[src/fmaFmtPkg.sv]
// binary16 format package with the field widths and datapath types of the FMA unit
package fmaFmtPkg;

    //////////////////////////////
    // stored fields
    //////////////////////////////
    parameter int ExpWidth  = 5;
    parameter int FracWidth = 10;
    parameter int Bias      = 15;

    // derived datapath widths
    parameter int SigWidth    = FracWidth + 1;
    parameter int ProdWidth   = 2*FracWidth + 2;
    parameter int WideWidth   = 3*FracWidth + 6;
    parameter int SumExpWidth = ExpWidth + 2;
    parameter int WordWidth   = 1 + ExpWidth + FracWidth;
    // wide field bit that carries the weight of the sum exponent
    parameter int PointPos    = 2*FracWidth + 2;

    typedef logic [ExpWidth-1:0]    expT;
    typedef logic [FracWidth-1:0]   fracT;
    // significand with the hidden one on top
    typedef logic [SigWidth-1:0]    sigT;
    // product in U2.2F form
    typedef logic [ProdWidth-1:0]   prodT;
    // aligned addend and sum, one spare carry bit on top
    typedef logic [WideWidth-1:0]   wideT;
    // biased exponent kept in two's complement so it may dip below zero
    typedef logic [SumExpWidth-1:0] sumExpT;
    typedef logic [WordWidth-1:0]   fpT;

endpackage

[src/fmaFlowPkg.sv]
// credit flow control package for the output side of the FMA unit
package fmaFlowPkg;

    // width of the credit counter
    parameter int CreditWidth = 4;

    // credits in hand, zero up to the configured depth
    typedef logic [CreditWidth-1:0] creditT;

    // deepest sink the counter can track
    parameter int MaxCreditsLimit = (1 << CreditWidth) - 1;

endpackage

[src/fmaStageIf.sv]
// pipeline register bundle from the multiply/align stage to the adder and normalizer
`timescale 1ns/100ps

interface fmaStageIf
    import fmaFmtPkg::*;
();

    // stage holds a live item
    logic   valid;
    // aligned addend, not yet inverted
    wideT   am;
    // significand product
    prodT   pm;
    // product sign
    logic   ps;
    // signs differ so the addend gets subtracted
    logic   invA;
    // addend dominates, product only counts as a sticky
    logic   killProd;
    // nonzero bits lost below the field
    logic   zmSticky;
    // addend exponent
    expT    ze;
    // product exponent
    sumExpT pe;

    modport producer (output valid, am, pm, ps, invA, killProd, zmSticky, ze, pe);
    modport consumer (input valid, am, pm, ps, invA, killProd, zmSticky, ze, pe);

endinterface

[src/fmaMulAlign.sv]
// multiply/align stage of the FMA, forms the significand product and lines up the addend
`timescale 1ns/100ps

module fmaMulAlign
    import fmaFmtPkg::*;
(
    input  logic        clk,
    input  logic        rstN,
    input  logic        launch,
    input  fpT          x,
    input  fpT          y,
    input  fpT          z,
    fmaStageIf.producer stage
);

    // addend preshift puts its top bit just under the spare carry bit
    localparam int AlignOffset = WideWidth - 2 - PointPos;
    // bits below the field that catch what the shift drops
    localparam int CatchWidth  = SigWidth;
    localparam int ShiftWidth  = SumExpWidth + 1;

    expT                               xExp;
    expT                               yExp;
    expT                               zExp;
    sigT                               xSig;
    sigT                               ySig;
    sigT                               zSig;
    logic                              prodSign;
    prodT                              prod;
    sumExpT                            prodExp;
    logic [ShiftWidth-1:0]             alignCnt;
    logic                              killNext;
    logic                              stickyNext;
    logic [WideWidth+CatchWidth-1:0]   zPre;
    logic [WideWidth+CatchWidth-1:0]   zShift;

    //////////////////////////////
    // unpack and multiply
    //////////////////////////////
    assign xExp = x[FracWidth +: ExpWidth];
    assign yExp = y[FracWidth +: ExpWidth];
    assign zExp = z[FracWidth +: ExpWidth];
    // hidden one only for a nonzero exponent
    assign xSig = {|xExp, x[FracWidth-1:0]};
    assign ySig = {|yExp, y[FracWidth-1:0]};
    assign zSig = {|zExp, z[FracWidth-1:0]};

    assign prodSign = x[WordWidth-1] ^ y[WordWidth-1];
    assign prod     = xSig * ySig;
    // biased product exponent, weight of prod bit 2*FracWidth
    assign prodExp  = sumExpT'(xExp) + sumExpT'(yExp) - sumExpT'(Bias);

    //////////////////////////////
    // addend alignment
    //////////////////////////////
    // right shift of the addend, product exponent minus addend exponent plus offset
    assign alignCnt = {prodExp[SumExpWidth-1], prodExp}
                    - {{(ShiftWidth-ExpWidth){1'b0}}, zExp}
                    + ShiftWidth'(AlignOffset);

    // negative count means the addend dominates, a zero product is dropped too
    assign killNext = zSig[FracWidth]
                    & (alignCnt[ShiftWidth-1] | ~(xSig[FracWidth] & ySig[FracWidth]));

    assign zPre = {1'b0, zSig, {(WideWidth+CatchWidth-1-SigWidth){1'b0}}};

    always_comb begin
        zShift     = '0;
        stickyNext = 1'b0;
        if (killNext) begin
            // addend sits at the product point so ze keeps its meaning
            zShift     = zPre >> AlignOffset;
            stickyNext = |prod;
        end else if (alignCnt < ShiftWidth'(WideWidth)) begin
            zShift     = zPre >> alignCnt;
            stickyNext = |zShift[CatchWidth-1:0];
        end else begin
            // shifted clean out of the field
            stickyNext = |zSig;
        end
    end

    //////////////////////////////
    // stage register
    //////////////////////////////
    always_ff @(posedge clk) begin
        if (!rstN) begin
            stage.valid <= 1'b0;
        end else begin
            stage.valid <= launch;
        end
    end

    // payload only loads on an accepted word
    always_ff @(posedge clk) begin
        if (launch) begin
            stage.am       <= zShift[WideWidth+CatchWidth-1 -: WideWidth];
            stage.pm       <= prod;
            stage.ps       <= prodSign;
            stage.invA     <= prodSign ^ z[WordWidth-1];
            stage.killProd <= killNext;
            stage.zmSticky <= stickyNext;
            stage.ze       <= zExp;
            stage.pe       <= prodExp;
        end
    end

endmodule

[src/fmaAdd.sv]
// significand adder of the FMA, yields the positive sum with its sign and exponent
`timescale 1ns/100ps

module fmaAdd
    import fmaFmtPkg::*;
(
    fmaStageIf.consumer stage,
    output wideT        sm,
    output logic        ss,
    output sumExpT      se
);

    wideT amInv;
    prodT pmKilled;
    wideT preSum;
    wideT negPreSum;
    logic negSum;

    //////////////////////////////
    // operand prep
    //////////////////////////////
    // ones complement for subtraction, the missing one comes in as a carry
    assign amInv    = stage.invA ? ~stage.am : stage.am;
    // product too small to matter
    assign pmKilled = stage.killProd ? '0 : stage.pm;

    //////////////////////////////
    // parallel sums
    //////////////////////////////
    // p - a in the extended bit, carry out flags a negative result
    // addend sticky drops the +1 so the sum floors
    // a killed product under subtraction always leaves this sum negative
    assign {negSum, preSum} = {{(WideWidth-ProdWidth-1){1'b0}}, pmKilled, 2'b00}
                            + {stage.invA, amInv}
                            + {{WideWidth{1'b0}}, stage.invA & ~stage.zmSticky};

    // a - p for the negative case
    // a killed nonzero product takes one off the addend
    assign negPreSum = stage.am
                     + {{(WideWidth-ProdWidth-2){1'b1}}, ~pmKilled, 2'b11}
                     + {{(WideWidth-1){1'b0}}, ~(stage.zmSticky & stage.killProd)};

    // keep whichever sum is positive
    assign sm = negSum ? negPreSum : preSum;
    // flips the product sign when the addend won
    assign ss = negSum ^ stage.ps;
    // killed product leaves the addend exponent at the point
    assign se = stage.killProd ? sumExpT'(stage.ze) : stage.pe;

endmodule

[src/fmaNorm.sv]
// normalize and pack stage of the FMA, truncates the sum into a binary16 result
`timescale 1ns/100ps

module fmaNorm
    import fmaFmtPkg::*;
(
    input  logic        clk,
    input  logic        rstN,
    fmaStageIf.consumer stage,
    input  wideT        sm,
    input  logic        ss,
    input  sumExpT      se,
    output logic        outValid,
    output fpT          result
);

    // se weighs bit PointPos, leading one lands at the top bit
    localparam int ExpAdjust  = WideWidth - 1 - PointPos;
    localparam int CountWidth = $clog2(WideWidth + 1);

    logic [CountWidth-1:0] lzc;
    logic                  found;
    wideT                  smNorm;
    sumExpT                normExp;
    fpT                    resNext;

    //////////////////////////////
    // leading zero count
    //////////////////////////////
    always_comb begin
        lzc   = CountWidth'(WideWidth);
        found = 1'b0;
        // first set bit from the top wins
        for (int i = WideWidth - 1; i >= 0; i--) begin
            if (!found && sm[i]) begin
                lzc   = CountWidth'(WideWidth - 1 - i);
                found = 1'b1;
            end
        end
    end

    // leading one to the top bit
    assign smNorm  = sm << lzc;
    // move the exponent by how far the leading one sits from the point
    assign normExp = se + sumExpT'(ExpAdjust) - sumExpT'(lzc);

    always_comb begin
        if (found) begin
            // fraction right under the leading one, the rest truncated
            resNext = {ss, normExp[ExpWidth-1:0], smNorm[WideWidth-2 -: FracWidth]};
        end else begin
            // exact cancellation is +0
            resNext = '0;
        end
    end

    //////////////////////////////
    // output register
    //////////////////////////////
    always_ff @(posedge clk) begin
        if (!rstN) begin
            outValid <= 1'b0;
        end else begin
            outValid <= stage.valid;
        end
    end

    always_ff @(posedge clk) begin
        if (stage.valid) begin
            result <= resNext;
        end
    end

endmodule

[src/fmaCreditCnt.sv]
// credit counter, issues words only while the downstream sink has room
`timescale 1ns/100ps

module fmaCreditCnt
    import fmaFlowPkg::*;
#(
    parameter creditT maxCredits = 4
) (
    input  logic clk,
    input  logic rstN,
    input  logic inValid,
    input  logic creditReturn,
    output logic inReady,
    output logic launch
);

    creditT count;

    // any credit left lets a word in
    assign inReady = (count != '0);
    // the one place a word gets accepted
    assign launch  = inValid & inReady;

    always_ff @(posedge clk) begin
        if (!rstN) begin
            count <= maxCredits;
        end else begin
            case ({launch, creditReturn})
                // take one on issue
                2'b10: count <= count - 1'b1;
                // a returned credit
                2'b01: count <= count + 1'b1;
                // both or neither leaves it alone
                default: count <= count;
            endcase
        end
    end

endmodule

[src/fmaUnit.sv]
// binary16 fused multiply-add top level, two pipeline stages with output credits
`timescale 1ns/100ps

module fmaUnit
    import fmaFmtPkg::*, fmaFlowPkg::*;
#(
    parameter int maxCredits = 4
) (
    input  logic clk,
    input  logic rstN,
    // source side
    input  logic inValid,
    input  fpT   x,
    input  fpT   y,
    input  fpT   z,
    output logic inReady,
    // sink side
    output logic outValid,
    output fpT   result,
    input  logic creditReturn
);

    // depth for the counter, held to what its width can count
    localparam creditT CreditDepth =
        creditT'((maxCredits > MaxCreditsLimit) ? MaxCreditsLimit : maxCredits);

    logic   launch;
    wideT   sm;
    logic   ss;
    sumExpT se;

    // multiply/align results on their way to the adder and normalizer
    fmaStageIf stageBus ();

    //////////////////////////////
    // flow control
    //////////////////////////////
    fmaCreditCnt #(
        .maxCredits(CreditDepth)
    ) creditCnt (
        .clk         (clk),
        .rstN        (rstN),
        .inValid     (inValid),
        .creditReturn(creditReturn),
        .inReady     (inReady),
        .launch      (launch)
    );

    //////////////////////////////
    // datapath
    //////////////////////////////
    // first stage registers on the accepting edge
    fmaMulAlign mulAlign (
        .clk   (clk),
        .rstN  (rstN),
        .launch(launch),
        .x     (x),
        .y     (y),
        .z     (z),
        .stage (stageBus.producer)
    );

    // adder sits between the stage register and the output register
    fmaAdd add (
        .stage(stageBus.consumer),
        .sm   (sm),
        .ss   (ss),
        .se   (se)
    );

    fmaNorm norm (
        .clk     (clk),
        .rstN    (rstN),
        .stage   (stageBus.consumer),
        .sm      (sm),
        .ss      (ss),
        .se      (se),
        .outValid(outValid),
        .result  (result)
    );

endmodule

[config.mk]
export PLATFORM = sky130hd
export DESIGN_NAME = fmaUnit
export DESIGN_NICKNAME = d
export VERILOG_FILES = /design/src/fmaFmtPkg.sv /design/src/fmaFlowPkg.sv /design/src/fmaStageIf.sv /design/src/fmaMulAlign.sv /design/src/fmaAdd.sv /design/src/fmaNorm.sv /design/src/fmaCreditCnt.sv /design/src/fmaUnit.sv
export SDC_FILE = /design/constraint.sdc
export NUM_CORES = 1
export LEC_CHECK = 0
export ABC_CLOCK_PERIOD_IN_PS = 8500
export BUFFER_PORTS_ARGS = -buffer_cell sky130_fd_sc_hd__buf_2
export CAP_MARGIN = 20
export CELL_PAD_IN_SITES_DETAIL_PLACEMENT = 1
export CELL_PAD_IN_SITES_GLOBAL_PLACEMENT = 2
export CORE_AREA = 8 8 174 258
export CTS_BUF_LIST = sky130_fd_sc_hd__clkbuf_8
export DETAILED_ROUTE_END_ITERATION = 16
export DIE_AREA = 0 0 182 266
export GPL_ROUTABILITY_DRIVEN = 0
export PLACE_DENSITY_LB_ADDON = 0.1
export SLEW_MARGIN = 20
export SYNTH_ARGS = -nofsm -noshare
export SYNTH_HDL_FRONTEND = slang
export SYNTH_SLANG_ARGS = --single-unit
[constraint.sdc]
create_clock -name clk -period 8.5 [get_ports clk]
set_input_delay 0 -clock clk [delete_from_list [all_inputs] [get_ports clk]]
set_output_delay 0 -clock clk [all_outputs]
set_load 0.03 [all_outputs]
==> impl_metrics.csv <==
group,metric,value,unit
floorplan,die_h,266,um
power_and_ir_drop,seqPwrFrac,11.4,%
synthesis,yosysUniqueCellTypes,110,
floorplan,initial_utilization,39.5,%
global_routing,grt_max_degree,72,
final_layout,nNetsFinal,2304,
synthesis,synth.top_cell.area_share,16.1,%
worst_hold_path,hold_class,"primary input to flop",
routing,avgRoutedWirePerCell,24.7,um
synthesis,async_flop_share,0,%
clocking,clock_latency,0.44,ns
clocking,cts_tree,"built",
clocking,root_buffer,"clkbuf_8",
clocking,h-tree-depth,3,
floorplan,dieArea,48400,sq um
synthesis,synth_area,16200,sq um
synthesis,yosysSeqAreaShare,16.9,%
final_layout,finalInstanceArea,17400,sq um
routing,drt-pass1-iter-count,5,
floorplan,core-area,41000,sq um
power_and_ir_drop,p_clk_share,4.3,%
routing,viasPerCell,6.03,
worst_setup_path,endpoint_kind,"flop",
routing,wl_met2,34.8,mm
routing,post-route-drc-count,0,
routing,postRouteAntennaNets,0,
synthesis,synth_ff_type,"edfxtp_1",
synthesis,syn_nets,2275,
synthesis,yosys_warnings,0,
outcome,outcome,"finished clean",
clocking,cts_buffer_depth,2,
timing,max-slew-margin-rel,26.2,%
synthesis,synthCells,2003,
worst_setup_path,critPathArrivalTime,7.91,ns
timing,skew,0.0352,ns
routing,met1_length,23.1,mm
placement,dp_hpwl,53.6,mm
placement,preCtsSetupSlack,1.09,ns
timing,hold_violations,0,
global_routing,grt_pass1_wl,96.6,mm
power_and_ir_drop,internal-power,3.25,mW
final_layout,drive_above_1_share,9.43,%
synthesis,syn_area_per_cell,8.09,sq um
timing,fin_crit,7.75,ns
timing,setup_tns,0,ns
clocking,ctsResizeCount,0,
power_and_ir_drop,switching_share,58.1,%
timing,period_share,91.1,%
synthesis,synth_common_cells,"nand2_1 (201), inv_1 (177), nor2_1 (161)",
synthesis,synth_top_area_cell,"edfxtp_1",
floorplan,die_w,182,um
placement,port_buffers,69,
synthesis,ys_seq_elements,93,
routing,route.met3.wl,1.39,mm
global_routing,grt_pass1_vias,16400,
timing,setup-violations-final,0,
worst_setup_path,critPathKind,"flop to flop",
timing,worst_slack,0.753,ns
power_and_ir_drop,pwr_density_cell,446,nW/um^2
timing,rsz0062_at_grt,"false",
routing,top_layer,"met4",
synthesis,synth_area_leaders,"edfxtp_1 (16%), ha_1 (10%), fa_1 (10%), nand2_1 (4.7%), mux2i_1 (4.3%)",
timing,worst_pin_slew,1.08,ns
clocking,clock_sinks,93,
power_and_ir_drop,combPwrFrac,84.3,%
global_routing,globalRoute.totalOverflow,0,
synthesis,synth.most_common_cell,"nand2_1",
clocking,cts_buffers,9,
routing,vias,15400,
placement,place_area,17000,sq um
floorplan,ios,70,
clocking,clkTransAtPathRegs,0.13,ns
floorplan,rows,91,
final_layout,area.growth.synth_to_final,7.33,%
power_and_ir_drop,p_sw,4.51,mW
timing,max_freq,129,MHz
global_routing,grt_use_total,25.8,%
timing,slew_viol_final,0,
worst_setup_path,cp_data_required_time,8.66,ns
power_and_ir_drop,ir_worst_vdd,0.130,mV
worst_setup_path,timing.critical_path.fanout_max,30,
run,drv_cap,0,
routing,routed_wl,63.1,mm
power_and_ir_drop,p_leak,7.52,nW
routing,drt_iter0_drc,843,
worst_setup_path,cp-start-kind,"flop",
global_routing,grt_antenna_before_repair,2,
synthesis,synth_edf_count,87,
## worst paths after layout
kind	startpoint	endpoint	slack [ns]	depth (start not counted)
max	mulAlign.stage.killProd	norm.result[7]	0.75	22
min	z[2]	mulAlign.stage.am[14]	0.06	3
max reg2reg	mulAlign.stage.killProd	norm.result[7]	0.75	22
min reg2reg	creditCnt.count[3]	creditCnt.count[3]	0.51	2
## critical path, stage by stage (launching register included)
cell and delay (ns):
edfxtp_1 0.68, buf_4 0.24, nand2b_1 0.14, inv_1 0.05
ha_1 0.46, and4_1 0.33, nor3b_1 0.38, o311ai_0 0.23
a2bb2oi_2 0.23, o221a_1 0.46, nand2_2 0.39, o41ai_1 0.92
o21ai_0 0.33, a2111o_1 0.52, a21o_1 0.22, inv_1 0.08
buf_4 0.34, mux2i_1 0.25, mux2i_1 0.17, o31ai_1 0.52
a31oi_1 0.22, o211ai_1 0.16, o41ai_1 0.13
## cell usage in the layout (no fill, tap or decap), drive strengths merged, types with 84 or more instances in the layout
| cell | instances |
|---|---|
| ha | 136 |
| nand2 | 202 |
| o21ai | 95 |
| inv | 184 |
| nor2 | 163 |
| fa | 84 |
| buf | 103 |
| a21oi | 128 |
| edfxtp | 87 |
| and2 | 85 |
## final cells by class
type	count	area, sq um
Fill cell	5031	23600
Multi-Input combinational cell	1625	12300
Sequential cell	93	2730
Timing Repair Buffer	122	816
Inverter	181	682
Tap cell	511	639
Clock buffer	9	124
Clock inverter	7	86.3
Antenna cell	1	2.50
## sequential cells by signal (all words and copies together) (netlist names), 4 cells and up
register	flops
mulAlign.stage.am	35
mulAlign.stage.pm	22
norm.result	16
mulAlign.stage.pe	5
mulAlign.stage.ze	5
creditCnt.count	4
## stage by stage
step	hold slack [ns]	total power, mW	cells	utilization (%)
3_5_place_dp	0.221	7.35	2513	41.5
2_1_floorplan	0.0619	5.37	2003	-
4_1_cts	0.00169	7.73	2548	42.4
3_3_place_gp	0.221	7.28	2513	41.5
5_1_grt	0.0466	8.38	2549	42.4
6_report	0.0614	7.77	2549	42.4
## power by group through the flow
stage                     registers (mW)  clock network (mW)  logic, mW
after floorplan                    0.891                   0       4.48
after global placement             0.893                   0       6.39
after detailed placement           0.898                   0       6.46
after CTS                          0.886               0.343       6.50
after global routing               0.896               0.353       7.13
final                              0.886               0.332       6.55
## metal layers
| layer | global-route usage [%] | vias up |
|---|---|---|
| li1 | - | 7217 |
| met1 | 25.7 | 7654 |
| met2 | 51.2 | 354 |
| met3 | 2.09 | 136 |
| met4 | 15.2 | 0 |
| met5 | 0 | - |
## cell families (layout without fill, tap and decap cells)
family,after synthesis,after routing,synth area share (%)
and+or+nand+nor,698,698,21.6
other,0,1,0
xor gates and xnor gates,104,104,5.71
muxes,91,91,5.87
buffers and inverters,285,319,7.16
DFF,93,93,16.9
adders and majority gates,224,224,21.1
AOI/OAI and AO/OA,508,508,21.6
## what timing repair did
action / in CTS / in global routing
hold endpoints to repair: 21 / 0
endpoints found under the setup margin: 0 / 0
buffers inserted: 0 / 0
hold buffers: 19 / 0
No activity file was read; power rests on OpenSTA's default activity.
